[src/include/umode_params.svh]
//--------------------------------------------------------------------------
// Architectural constants for the user-mode privilege monitor: widths,
// mstatus and misa bit positions, SYSTEM encodings, exception causes and
// the number of monitor checks. Include wherever one of these is needed.
//--------------------------------------------------------------------------

`ifndef UMODE_PARAMS_SVH
`define UMODE_PARAMS_SVH

// register and instruction width
`define XLEN 32

// mstatus fields
`define MSTATUS_SPP_POS  8
`define MSTATUS_MPP_POS  11
`define MSTATUS_FS_POS   13
`define MSTATUS_XS_POS   15
`define MSTATUS_MPRV_POS 17
`define MSTATUS_TW_POS   21
`define MSTATUS_SD_POS   31

// misa extension letters
`define MISA_N_POS 13
`define MISA_S_POS 18
`define MISA_U_POS 20

// exact SYSTEM encodings
`define INSN_MRET  32'h3020_0073
`define INSN_WFI   32'h1050_0073
`define INSN_URET  32'h0020_0073
`define INSN_ECALL 32'h0000_0073

// custom system instructions, matched under the mask
`define INSN_CUSTOM0     32'h8C00_0073
`define INSN_CUSTOM1     32'hCC00_0073
`define INSN_CUSTOM_MASK 32'hFC00_707F

`define OPCODE_SYSTEM 7'b111_0011

// funct3 of SYSTEM that is not a CSR access
`define SYSTEM_FUNCT3_NONCSR 3'b100

// lowest bit of the privilege field in the CSR address
`define CSR_PRIV_POS 28

`define CAUSE_ILLEGAL 6'd2
`define CAUSE_ECALL_U 6'd8

// causes that outrank illegal instruction
`define CAUSE_HIPRI_A 6'd1
`define CAUSE_HIPRI_B 6'd24
`define CAUSE_HIPRI_C 6'd25

`define CHECK_COUNT 13

`endif

[src/hdl/priv_pkg.sv]
//--------------------------------------------------------------------------
// Privilege architecture types shared by the decoder, the checkers and
// the testbench: privilege mode, retired instruction class and the
// exception cause field.
//--------------------------------------------------------------------------

`default_nettype none

package priv_pkg;

  // only U and M are implemented
  typedef enum logic [1:0] {
    MODE_U = 2'b00,
    MODE_M = 2'b11
  } priv_mode_e;

  // what the decoder made of a retired instruction
  typedef enum logic [2:0] {
    CLASS_OTHER  = 3'd0,
    CLASS_MRET   = 3'd1,
    CLASS_WFI    = 3'd2,
    CLASS_ECALL  = 3'd3,
    CLASS_URET   = 3'd4,
    CLASS_CUSTOM = 3'd5,
    CLASS_CSR    = 3'd6
  } insn_class_e;

  // low bits of mcause for synchronous exceptions
  typedef logic [5:0] exc_cause_t;

endpackage

`default_nettype wire

[src/hdl/check_pkg.sv]
//--------------------------------------------------------------------------
// Monitor types: the bit position of every check and the vector that
// carries one fail flag per check.
//--------------------------------------------------------------------------

`default_nettype none

`include "umode_params.svh"

package check_pkg;

  typedef enum int unsigned {
    CHK_MISA         = 0,
    CHK_MODE         = 1,
    CHK_RESET_MODE   = 2,
    CHK_MPP          = 3,
    CHK_SPP          = 4,
    CHK_EXT_BITS     = 5,
    CHK_UMODE_MPRV   = 6,
    CHK_WFI          = 7,
    CHK_ECALL        = 8,
    CHK_ILLEGAL_INSN = 9,
    CHK_TRAP_TO_M    = 10,
    CHK_MRET_MPP     = 11,
    CHK_MRET_MPRV    = 12
  } check_id_e;

  // a set bit marks a violated check
  typedef logic [`CHECK_COUNT-1:0] check_vec_t;

endpackage

`default_nettype wire

[src/hdl/retire_decoder.sv]
//--------------------------------------------------------------------------
// Classifies the retired instruction for the checkers and merges the
// mstatus write over the read value. Purely combinational; the class is
// forced to other while no retirement is presented.
//--------------------------------------------------------------------------

`timescale 1ns/1ps
`default_nettype none

`include "umode_params.svh"

module retire_decoder (
  input  logic [`XLEN-1:0]      rvfi_insn,
  input  logic                  rvfi_valid,
  input  logic                  trap,
  input  priv_pkg::exc_cause_t  exc_cause,
  input  logic [`XLEN-1:0]      mstatus_rdata,
  input  logic [`XLEN-1:0]      mstatus_wdata,
  input  logic [`XLEN-1:0]      mstatus_wmask,
  output priv_pkg::insn_class_e insn_class,
  output logic [1:0]            csr_addr_priv,
  output logic                  higher_prio,
  output logic [`XLEN-1:0]      mstatus_post
);

  logic [6:0] opcode;
  logic [2:0] funct3;
  logic       is_custom;
  logic       is_csr;

  assign opcode = rvfi_insn[6:0];
  assign funct3 = rvfi_insn[14:12];

  assign is_custom = ((rvfi_insn & `INSN_CUSTOM_MASK) == `INSN_CUSTOM0) ||
                     ((rvfi_insn & `INSN_CUSTOM_MASK) == `INSN_CUSTOM1);

  // csrrw/s/c and their immediate forms
  assign is_csr = (opcode == `OPCODE_SYSTEM) &&
                  (funct3 != 3'b000) &&
                  (funct3 != `SYSTEM_FUNCT3_NONCSR);

  always_comb begin
    if (!rvfi_valid) begin
      insn_class = priv_pkg::CLASS_OTHER;
    end else if (rvfi_insn == `INSN_MRET) begin
      insn_class = priv_pkg::CLASS_MRET;
    end else if (rvfi_insn == `INSN_WFI) begin
      insn_class = priv_pkg::CLASS_WFI;
    end else if (rvfi_insn == `INSN_ECALL) begin
      insn_class = priv_pkg::CLASS_ECALL;
    end else if (rvfi_insn == `INSN_URET) begin
      insn_class = priv_pkg::CLASS_URET;
    end else if (is_custom) begin
      insn_class = priv_pkg::CLASS_CUSTOM;
    end else if (is_csr) begin
      insn_class = priv_pkg::CLASS_CSR;
    end else begin
      insn_class = priv_pkg::CLASS_OTHER;
    end
  end

  // lowest privilege allowed to touch the addressed CSR
  assign csr_addr_priv = rvfi_insn[`CSR_PRIV_POS +: 2];

  // the cause field only means something on a trap
  assign higher_prio = trap &&
                       (exc_cause inside {`CAUSE_HIPRI_A, `CAUSE_HIPRI_B, `CAUSE_HIPRI_C});

  assign mstatus_post = (mstatus_wdata & mstatus_wmask) |
                        (mstatus_rdata & ~mstatus_wmask);

endmodule

`default_nettype wire

[src/hdl/csr_state_checks.sv]
//--------------------------------------------------------------------------
// Static legality of misa, the retirement mode and the mstatus fields.
// Evaluated combinationally on every valid retirement.
//--------------------------------------------------------------------------

`timescale 1ns/1ps
`default_nettype none

`include "umode_params.svh"

module csr_state_checks (
  input  logic                 rvfi_valid,
  input  priv_pkg::priv_mode_e rvfi_mode,
  input  logic [`XLEN-1:0]     misa_rdata,
  input  logic [`XLEN-1:0]     mstatus_rdata,
  input  logic [`XLEN-1:0]     mstatus_post,
  output check_pkg::check_vec_t fails
);

  logic [1:0] mpp_post;

  assign mpp_post = mstatus_post[`MSTATUS_MPP_POS +: 2];

  always_comb begin
    fails = '0;
    if (rvfi_valid) begin
      // U present, no S and no N
      fails[check_pkg::CHK_MISA] = !misa_rdata[`MISA_U_POS] ||
                                   misa_rdata[`MISA_S_POS] ||
                                   misa_rdata[`MISA_N_POS];

      fails[check_pkg::CHK_MODE] =
        !(rvfi_mode inside {priv_pkg::MODE_U, priv_pkg::MODE_M});

      fails[check_pkg::CHK_MPP] =
        !(mpp_post inside {priv_pkg::MODE_U, priv_pkg::MODE_M});

      // no supervisor mode so SPP is hardwired
      fails[check_pkg::CHK_SPP] = mstatus_rdata[`MSTATUS_SPP_POS];

      fails[check_pkg::CHK_EXT_BITS] = (|mstatus_rdata[`MSTATUS_XS_POS +: 2]) ||
                                       (|mstatus_rdata[`MSTATUS_FS_POS +: 2]) ||
                                       mstatus_rdata[`MSTATUS_SD_POS];

      fails[check_pkg::CHK_UMODE_MPRV] = (rvfi_mode == priv_pkg::MODE_U) &&
                                         mstatus_rdata[`MSTATUS_MPRV_POS];
    end
  end

endmodule

`default_nettype wire

[src/hdl/insn_legality_checks.sv]
//--------------------------------------------------------------------------
// Checks that WFI, ECALL and the instructions not allowed in U mode
// retire with the expected exception. Zero latency; the decoder class is
// already other when nothing retires.
//--------------------------------------------------------------------------

`timescale 1ns/1ps
`default_nettype none

`include "umode_params.svh"

module insn_legality_checks (
  input  priv_pkg::insn_class_e insn_class,
  input  priv_pkg::priv_mode_e  rvfi_mode,
  input  logic [1:0]            csr_addr_priv,
  input  logic                  trap,
  input  logic                  illegal,
  input  logic                  higher_prio,
  input  priv_pkg::exc_cause_t  exc_cause,
  input  logic [`XLEN-1:0]      mstatus_rdata,
  output check_pkg::check_vec_t fails
);

  logic in_umode;
  logic wfi_u;
  logic ecall_u;
  logic must_be_illegal;
  logic ecall_cause_ok;
  logic illegal_ok;

  assign in_umode = (rvfi_mode == priv_pkg::MODE_U);
  assign wfi_u    = (insn_class == priv_pkg::CLASS_WFI) && in_umode;
  assign ecall_u  = (insn_class == priv_pkg::CLASS_ECALL) && in_umode;

  // exactly one of illegal or an outranking cause
  assign illegal_ok = illegal ^ higher_prio;

  assign must_be_illegal =
    ((insn_class == priv_pkg::CLASS_MRET) && in_umode) ||
    (insn_class == priv_pkg::CLASS_URET) ||
    (insn_class == priv_pkg::CLASS_CUSTOM) ||
    ((insn_class == priv_pkg::CLASS_CSR) && in_umode &&
     (csr_addr_priv != priv_pkg::MODE_U));

  // the ecall cause itself or one that outranks it
  assign ecall_cause_ok = (exc_cause == `CAUSE_ECALL_U) ||
                          higher_prio;

  always_comb begin
    fails = '0;
    if (wfi_u) begin
      if (mstatus_rdata[`MSTATUS_TW_POS]) begin
        fails[check_pkg::CHK_WFI] = !illegal_ok;
      end else begin
        fails[check_pkg::CHK_WFI] = illegal;
      end
    end
    fails[check_pkg::CHK_ECALL]        = ecall_u && !(trap && ecall_cause_ok);
    fails[check_pkg::CHK_ILLEGAL_INSN] = must_be_illegal && !illegal_ok;
  end

endmodule

`default_nettype wire

[src/hdl/mode_flow_checks.sv]
//--------------------------------------------------------------------------
// Mode transitions between consecutive retirements. History is taken at
// each valid retirement and held across idle cycles, so the next valid
// retirement is always compared with the one before it.
//--------------------------------------------------------------------------

`timescale 1ns/1ps
`default_nettype none

`include "umode_params.svh"

module mode_flow_checks (
  input  logic                  clk_i,
  input  logic                  arst_n,
  input  logic                  rvfi_valid,
  input  priv_pkg::priv_mode_e  rvfi_mode,
  input  priv_pkg::insn_class_e insn_class,
  input  logic                  trap,
  input  logic [`XLEN-1:0]      mstatus_rdata,
  input  logic [`XLEN-1:0]      mstatus_post,
  output check_pkg::check_vec_t fails
);

  logic                 seen_q;
  logic                 trap_q;
  logic                 mret_q;
  priv_pkg::priv_mode_e mpp_q;

  logic                 is_mret;
  logic                 mret_m;
  priv_pkg::priv_mode_e mpp_rd;

  assign is_mret = (insn_class == priv_pkg::CLASS_MRET) && !trap;
  assign mret_m  = is_mret && (rvfi_mode == priv_pkg::MODE_M);
  assign mpp_rd  = priv_pkg::priv_mode_e'(mstatus_rdata[`MSTATUS_MPP_POS +: 2]);

  always_ff @(posedge clk_i or negedge arst_n) begin
    if (!arst_n) begin
      seen_q <= 1'b0;
      trap_q <= 1'b0;
      mret_q <= 1'b0;
    end else if (rvfi_valid) begin
      seen_q <= 1'b1;
      trap_q <= trap;
      mret_q <= mret_m;
    end
  end

  // MPP read by the last retirement
  always_ff @(posedge clk_i) begin
    if (rvfi_valid) begin
      mpp_q <= mpp_rd;
    end
  end

  always_comb begin
    fails = '0;
    if (rvfi_valid) begin
      fails[check_pkg::CHK_RESET_MODE] = !seen_q && (rvfi_mode != priv_pkg::MODE_M);

      // trap handler runs in M
      fails[check_pkg::CHK_TRAP_TO_M] = trap_q && (rvfi_mode != priv_pkg::MODE_M);

      fails[check_pkg::CHK_MRET_MPP] = mret_q && (rvfi_mode != mpp_q);

      fails[check_pkg::CHK_MRET_MPRV] = is_mret &&
                                        (mpp_rd == priv_pkg::MODE_U) &&
                                        mstatus_post[`MSTATUS_MPRV_POS];
    end
  end

endmodule

`default_nettype wire

[src/hdl/umode_monitor.sv]
//--------------------------------------------------------------------------
// User-mode privilege monitor top. Takes one retirement per cycle from
// the trace, runs all checks and reports failures one cycle later as a
// single-cycle pulse with the failed bits, plus a sticky accumulation.
//--------------------------------------------------------------------------

`timescale 1ns/1ps
`default_nettype none

`include "umode_params.svh"

module umode_monitor (
  input  logic                  clk_i,
  input  logic                  arst_n,
  input  logic                  rvfi_valid,
  input  priv_pkg::priv_mode_e  rvfi_mode,
  input  logic [`XLEN-1:0]      rvfi_insn,
  input  logic                  trap,
  input  priv_pkg::exc_cause_t  exc_cause,
  input  logic                  illegal,
  input  logic [`XLEN-1:0]      mstatus_rdata,
  input  logic [`XLEN-1:0]      mstatus_wdata,
  input  logic [`XLEN-1:0]      mstatus_wmask,
  input  logic [`XLEN-1:0]      misa_rdata,
  output logic                  violation_valid,
  output check_pkg::check_vec_t violations,
  output check_pkg::check_vec_t error_sticky
);

  priv_pkg::insn_class_e insn_class;
  logic [1:0]            csr_addr_priv;
  logic                  higher_prio;
  logic [`XLEN-1:0]      mstatus_post;

  check_pkg::check_vec_t state_fails;
  check_pkg::check_vec_t insn_fails;
  check_pkg::check_vec_t flow_fails;
  check_pkg::check_vec_t all_fails;

  retire_decoder retire_decoder_inst (
    .rvfi_insn     (rvfi_insn),
    .rvfi_valid    (rvfi_valid),
    .trap          (trap),
    .exc_cause     (exc_cause),
    .mstatus_rdata (mstatus_rdata),
    .mstatus_wdata (mstatus_wdata),
    .mstatus_wmask (mstatus_wmask),
    .insn_class    (insn_class),
    .csr_addr_priv (csr_addr_priv),
    .higher_prio   (higher_prio),
    .mstatus_post  (mstatus_post)
  );

  csr_state_checks csr_state_checks_inst (
    .rvfi_valid    (rvfi_valid),
    .rvfi_mode     (rvfi_mode),
    .misa_rdata    (misa_rdata),
    .mstatus_rdata (mstatus_rdata),
    .mstatus_post  (mstatus_post),
    .fails         (state_fails)
  );

  insn_legality_checks insn_legality_checks_inst (
    .insn_class    (insn_class),
    .rvfi_mode     (rvfi_mode),
    .csr_addr_priv (csr_addr_priv),
    .trap          (trap),
    .illegal       (illegal),
    .higher_prio   (higher_prio),
    .exc_cause     (exc_cause),
    .mstatus_rdata (mstatus_rdata),
    .fails         (insn_fails)
  );

  mode_flow_checks mode_flow_checks_inst (
    .clk_i         (clk_i),
    .arst_n        (arst_n),
    .rvfi_valid    (rvfi_valid),
    .rvfi_mode     (rvfi_mode),
    .insn_class    (insn_class),
    .trap          (trap),
    .mstatus_rdata (mstatus_rdata),
    .mstatus_post  (mstatus_post),
    .fails         (flow_fails)
  );

  // checkers own disjoint bits
  assign all_fails = state_fails | insn_fails | flow_fails;

  always_ff @(posedge clk_i or negedge arst_n) begin
    if (!arst_n) begin
      violation_valid <= 1'b0;
      violations      <= '0;
      error_sticky    <= '0;
    end else begin
      violation_valid <= |all_fails;
      violations      <= all_fails;
      error_sticky    <= error_sticky | all_fails;
    end
  end

endmodule

`default_nettype wire

[config.mk]
export PLATFORM = sky130hd
export DESIGN_NAME = umode_monitor
export DESIGN_NICKNAME = d
export VERILOG_FILES = /design/src/hdl/priv_pkg.sv /design/src/hdl/check_pkg.sv /design/src/hdl/retire_decoder.sv /design/src/hdl/csr_state_checks.sv /design/src/hdl/insn_legality_checks.sv /design/src/hdl/mode_flow_checks.sv /design/src/hdl/umode_monitor.sv
export VERILOG_INCLUDE_DIRS = /design/src /design/src/include
export SDC_FILE = /design/constraint.sdc
export NUM_CORES = 1
export LEC_CHECK = 0
export ABC_AREA = 1
export BUFFER_PORTS_ARGS = -buffer_cell sky130_fd_sc_hd__buf_2
export CAP_MARGIN = 20
export CORE_MARGIN = 4
export CORE_UTILIZATION = 44
export CTS_BUF_LIST = sky130_fd_sc_hd__clkbuf_8
export DETAILED_ROUTE_END_ITERATION = 8
export PLACE_DENSITY = 0.95
export SLEW_MARGIN = 10
export SYNTH_ARGS = -nofsm -noshare
export SYNTH_HDL_FRONTEND = slang
export SYNTH_HIERARCHICAL = 1
export SYNTH_SLANG_ARGS = --single-unit
[constraint.sdc]
create_clock -name clk_i -period 2.8 [get_ports clk_i]
set_input_delay 0.56 -clock clk_i [delete_from_list [all_inputs] [get_ports clk_i]]
set_output_delay 0.56 -clock clk_i [all_outputs]
set_load 0.02 [all_outputs]
---- Yosys cells after proc, flatten, opt, wreduce, memory -nomap -nowiden ----
Cells that the tools add are included.
cells by class
  mux-type cells .......................... 13
  bitwise gates (word level) .............. 8
  equal/unequal tests ..................... 22
  reductions and logical operators ........ 46
operator list
  operator                                               count
  AND 18 bit                                             2
  equality test 16 bit, second input constant            2
  equality test 32 x 22 -> 1 bit, second input constant  1
  equality test 32 x 29 -> 1 bit, second input constant  1
  equality test 32 x 30 -> 1 bit, second input constant  1
  equality test 32 x 7 -> 1 bit, second input constant   1
  two-way mux 3 bit                                      8
  logical AND 1 bit                                      19
  inverter 18 bit                                        1
  OR 18 bit                                              1
  OR 10 x 13 -> 13 bit                                   1
  OR 13 bit                                              1
  OR reduction 13 bit                                    1
  equality test 6 x 5 -> 1 bit, second input constant    2
  OR 7 x 10 -> 10 bit                                    1
  equality test 3 bit, second input constant             3
  logical OR 1 bit                                       9
  equality test 7 bit, second input constant             1
  zero test 1 bit                                        7
  equality test 3 x 2 -> 1 bit, second input constant    2
  equality test 6 x 1 -> 1 bit, second input constant    1
  equality test 6 x 4 -> 1 bit, second input constant    1
  zero test 2 bit                                        3
  nonzero test 2 bit                                     3
  11 further kinds                                       16
word-level totals
  logic and storage cells ................. 96
  input bits .............................. 173
  output and inout port bits .............. 27
  flip-flop bits (word level) ............. 32

---- Logic depth before layout (Yosys ltp) ----
  depth in word-level cells ............... 19
  mapped depth ............................ 20
  mapped depth without buffers ............ 20

---- Cells and area by module ----
Netlist, hierarchy kept.
modules (own cells, without submodules)
  module                seq. area each (sq um)  area each (sq um)  cells an instance  instances
  umode_monitor         675.6                   960.9              88                 1
  retire_decoder        0.0                     844.6              134                1
  mode_flow_checks      135.1                   341.6              47                 1
  insn_legality_checks  0.0                     215.2              42                 1
  csr_state_checks      0.0                     152.6              30                 1

---- Worst setup path after synthesis ----
No wires, ideal clock.
  path kind ............................... input to register
  start point ............................. input rvfi_insn[19]
  end point ............................... register error_sticky[9]
  slack ................................... 792 ps
  library setup time ...................... 127 ps
  data required time ...................... 2673 ps
  buffers on the path ..................... 0
  stages .................................. 17
  data arrival time ....................... 1880 ps
  path through ............................ nor2_1 nand2_1 nor2_1 nand2_1 inv_2 nand2_2 nand3_1 nand2_1 inv_1 inv_1 nand2_1 nor2_2 nand2_1 a21oi_2 nor2_1 nand2_1 or2_2
between the ends
  word-level cells in the longest chain between the ends .. 15
  elaborated cells on any way between the ends .. 23
  those cells by class .................... 8 x eq/ne; 5 x mux; 3 x bitwise; 7 x reduce/logical
RTL lines
  element                                   RTL line                    text
  from (decl)                               umode_monitor.sv:17         input logic [`XLEN-1:0] rvfi_insn,
  equality test 32 x 22 -> 1 bit (no line)  -
  two-way mux 3 bit                         retire_decoder.sv:51        end else if (rvfi_insn == `INSN_URET) begin
  two-way mux 3 bit                         retire_decoder.sv:49        end else if (rvfi_insn == `INSN_ECALL) begin
  two-way mux 3 bit                         retire_decoder.sv:47        end else if (rvfi_insn == `INSN_WFI) begin
  two-way mux 3 bit (*)                     retire_decoder.sv:45        end else if (rvfi_insn == `INSN_MRET) begin
  two-way mux 3 bit (*)                     retire_decoder.sv:43        if (!rvfi_valid) begin
  named net insn_class[0]                   umode_monitor.sv:30         priv_pkg::insn_class_e insn_class;
  equality test 3 x 1 -> 1 bit              insn_legality_checks.sv:39  ((insn_class == priv_pkg::CLASS_MRET) && in_umode) ||
  [2 not listed]                            -
  logical OR 1 bit                          insn_legality_checks.sv:40  (insn_class == priv_pkg::CLASS_URET) ||
  logical OR 1 bit (*)                      insn_legality_checks.sv:41  (insn_class == priv_pkg::CLASS_CUSTOM) ||
  logical AND 1 bit (*)                     insn_legality_checks.sv:59  fails[check_pkg::CHK_ILLEGAL_INSN] = must_be_illegal && !illegal_ok;
  named net insn_fails[9]                   umode_monitor.sv:36         check_pkg::check_vec_t insn_fails;
  OR 7 x 10 -> 10 bit (*)                   umode_monitor.sv:88         assign all_fails = state_fails | insn_fails | flow_fails;
  OR 10 x 13 -> 13 bit (*)                  umode_monitor.sv:88
  named net all_fails[9]                    umode_monitor.sv:38         check_pkg::check_vec_t all_fails;
  OR 13 bit (*)                             umode_monitor.sv:98         error_sticky <= error_sticky | all_fails;
  to (signal assigned)                      umode_monitor.sv:98
  to (decl)                                 umode_monitor.sv:27         output check_pkg::check_vec_t error_sticky
Mark *: on every way through the listed nets, which the timed path passes. The rest lies on a longest branch.
A chain may end at the register's enable or synchronous reset.

---- Worst setup path in the final report ----
  start point ............................. input rvfi_insn[19]
  end point ............................... register violation_valid
between the ends
  word-level cells in the longest chain between the ends .. 15
  elaborated cells on any way between the ends .. 33
  those cells by class .................... 10 x eq/ne; 7 x mux; 2 x bitwise; 14 x reduce/logical
RTL lines
  element                                   RTL line                    text
  equality test 32 x 22 -> 1 bit (no line)  -
  two-way mux 3 bit                         retire_decoder.sv:51
  two-way mux 3 bit                         retire_decoder.sv:49
  two-way mux 3 bit                         retire_decoder.sv:47
  two-way mux 3 bit (*)                     retire_decoder.sv:45
  two-way mux 3 bit (*)                     retire_decoder.sv:43
  named net insn_class[0]                   umode_monitor.sv:30
  equality test 3 x 1 -> 1 bit              insn_legality_checks.sv:39
  [2 not listed]                            -
  logical OR 1 bit                          insn_legality_checks.sv:40
  logical OR 1 bit (*)                      insn_legality_checks.sv:41
  logical AND 1 bit (*)                     insn_legality_checks.sv:59
  named net insn_fails[9]                   umode_monitor.sv:36
  OR 7 x 10 -> 10 bit (*)                   umode_monitor.sv:88
  OR 10 x 13 -> 13 bit (*)                  umode_monitor.sv:88
  named net all_fails[9]                    umode_monitor.sv:38
  OR reduction 13 bit (*)                   umode_monitor.sv:96         violation_valid <= |all_fails;
  to (signal assigned)                      umode_monitor.sv:96
  to (decl)                                 umode_monitor.sv:25         output logic violation_valid,
Marks and branches as above.

==> impl_summary.txt <==
----------------------------------------------------
[Placement]
  HPWL after detailed placement ... 3990 µm
  Placed cells ... 464
  I/O Buffers ... 90
  RePlAce Congestion ... 0.722

[Synthesis]
  Synthesized area per cell ... 7.01 µm²
  Syn Inst Count ... 312
  Post-Synthesis Cell Area ... 2190 µm²
  Synthesis Warnings ... 6

[Detailed routing]
  Vias ... 2068
  Detailed Route WL ... 4780 µm
  Drt initial violations ... 78
  Antenna viol nets, final ... 0
  Wire per inst ... 10.1 µm
  Total iterations of the first detailed-routing run ... 5
  Drt via density ... 4.38
  Count of unresolved DRC violations after routing ... 0

[Floorplan]
  Area of the core ... 4790 µm²
  Ports ... 200
  Die area ... 6170 µm²
  Placement row count ... 25
  Effective utilization at floorplan ... 45.7%
  Floorplan die width ... 78.5 µm
  Height of the chip ... 78.5 µm

[Setup path]
  Startpoint type of the worst setup path ... input pin
  Most frequent cell on the critical path ... nand2_1
  Top fanout value on the critical path ... 4
  Kind of end point of the critical path ... register
  R2R setup slack ... 1620 ps
  Largest incremental delay on the critical path ... 170 ps
  Arrival time at the worst endpoint ... 2280 ps
  Data required, critical path ... 2970 ps
  Category of the critical setup timing path ... in -> reg
  Slowest stage cell, crit path ... nor2_1
  Crit-path cells ... buf_2 -> nor2_1 -> nand2_1 -> nor2_1 -> nand2_1 -> inv_2 -> nand2_2 -> nand3_1 -> nand2_1 -> inv_1 -> inv_1 -> nand2_1 -> nor2_2 -> nand2_1 -> a21oi_2 -> nor2_1 -> nand2_1 -> nor2_1 -> nand2_1 -> nor2_1 -> nand2_1

[Timing]
  Worst-case hold slack ... 300 ps
  Final max-slew violation count ... 0
  Slew at the pin with the worst max-slew slack ... 645 ps
  Final Setup Violations ... 0
  Max-Slew Margin vs Limit ... 57.0%
  Clock period minus worst slack ... 2110 ps
  Fmax ... 0.474 GHz
  RSZ-0062 raised after global routing ... no
  Worst clock skew ... 6.47 ps
  Share of the clock period used by the worst path after layout ... 75.3%
  Total negative slack for setup checks ... 0 ps
  Hold Violations, Final ... 0

[Final layout]
  N_diodes ... 0
  Fraction of final layout cells with drive strength greater than 1 ... 33.6%
  Number of nets in the layout ... 578
  Count of placed standard cells in the final layout, fillers left out ... 472
  Number of fill cells ... 434
  Area growth from synthesis to final layout ... 23.0%

[Global routing]
  Vias in the first global route ... 1934
  Largest net degree at the start of global routing ... 31
  Antenna violations before repair ... 0
  Total gr overflow ... 0
  Wire length of the first global-routing pass ... 7980 µm
  Overall global routing resource usage ... 16.1%

[Power]
  Ratio of total power to cell area ... 379 nW/µm²
  Worst VDD drop ... 254 µV
  Static Leakage ... 1.31 nW

[Clocking]
  CTS Buf Count ... 5
  CTS Root Cell ... clkbuf_8
  Insertion delay of the later-clocked pin in the worst-skew pair ... 280 ps
  Maximum count of clock buffers along a single path ... 2
  Number of hold buffers added after cts ... 0
  Clock transition at path regs ... 70 ps
  Clock sinks ... 32
  Gates resized, CTS repair ... 0
  Number of H-tree branching levels ... 2
  Clock tree from TritonCTS ... yes
  # Post-CTS Setup Buffers ... 0

[Flow run]
  Max-capacitance violation count ... 0

[Status]
  Outcome ... complete, no violations

[Min path]
  Class of the tightest hold or removal check ... in -> async

----------------------------------------------------
==> placed cells by master (no fill, tap or decap), types with 4 or more instances in the layout <==
| master | n |
|---|---|
| nand3_1 | 12 |
| nand4_1 | 7 |
| inv_1 | 48 |
| nor2_2 | 8 |
| nand2_1 | 62 |
| or2_2 | 11 |
| clkbuf_8 | 6 |
| buf_2 | 90 |
| nor2_1 | 62 |
| nor3_2 | 4 |
| dfrtp_1 | 30 |
| inv_2 | 4 |
| or2_1 | 4 |
| conb_1 | 26 |
==> metrics by stage <==
step	utilization, %	total power [W]	worst slack [ps]	instance area, µm²
final	56.2	0.00102	691	2690
after global routing	56.2	0.00108	378	2690
after CTS	56.2	0.00103	692	2690
after detailed placement	54.3	0.000667	400	2600
after global placement	54.3	0.000659	463	2600
after floorplan	-	0.000605	792	2270
==> sequential cells by signal (all words and copies together) (netlist names) <==
register and count:
violation_valid 1, mode_flow_checks_inst/seen_q 1, mode_flow_checks_inst/trap_q 1, error_sticky 13, mode_flow_checks_inst/mpp_q 2, mode_flow_checks_inst/mret_q 1
violations 13
==> area by class of cell <==
type                       instances  area (µm²)  area share, %
clock inverter                     2        10.0          0.372
timing repair buffer              90         450           16.7
tap                               67        83.8           3.11
multi-input combinational        223        1060           39.3
sequential                        32         811           30.1
inverter                          52         195           7.25
clock buffer                       6        82.6           3.07
==> report_power, final <==
part | internal [W] | switching, W
registers | 0.000480 | 0.00000361
logic | 0.0000699 | 0.000107
clock network | 0.000196 | 0.000164
==> routing by layer <==
layer  up-vias  global-route usage (%)  share of wire [%]
met4         0                    5.42                1.7
met1       906                    18.6                 40
li1       1065                       -                  -
met2        87                    28.6                 51
met5         -                       0                  0
met3        10                    4.24                7.3
==> critical path: cells and delay by family <==
kind | cells | cell delay [ps]
compound gates | 1 | 60
buf+inv | 4 | 310
simple gates | 16 | 1360
==> path summary, 6_finish.rpt <==
| check | from | endpoint | cells after the start |
|---|---|---|---|
| setup / recovery | rvfi_insn[19] | violation_valid$_DFF_PN0_ | 21 |
| hold / removal | arst_n | error_sticky[4]$_DFF_PN0_ | 1 |
| setup reg to reg | mode_flow_checks_inst/mpp_q[0]$_DFFE_PP_ | error_sticky[11]$_DFF_PN0_ | 7 |
| hold reg to reg | error_sticky[11]$_DFF_PN0_ | error_sticky[11]$_DFF_PN0_ | 1 |
| max in group asynchronous | arst_n | violations[9]$_DFF_PN0_ | 1 |
| min in group clk_i | error_sticky[11]$_DFF_PN0_ | error_sticky[11]$_DFF_PN0_ | 1 |
Note: power is estimated with default switching activity, not from simulation.
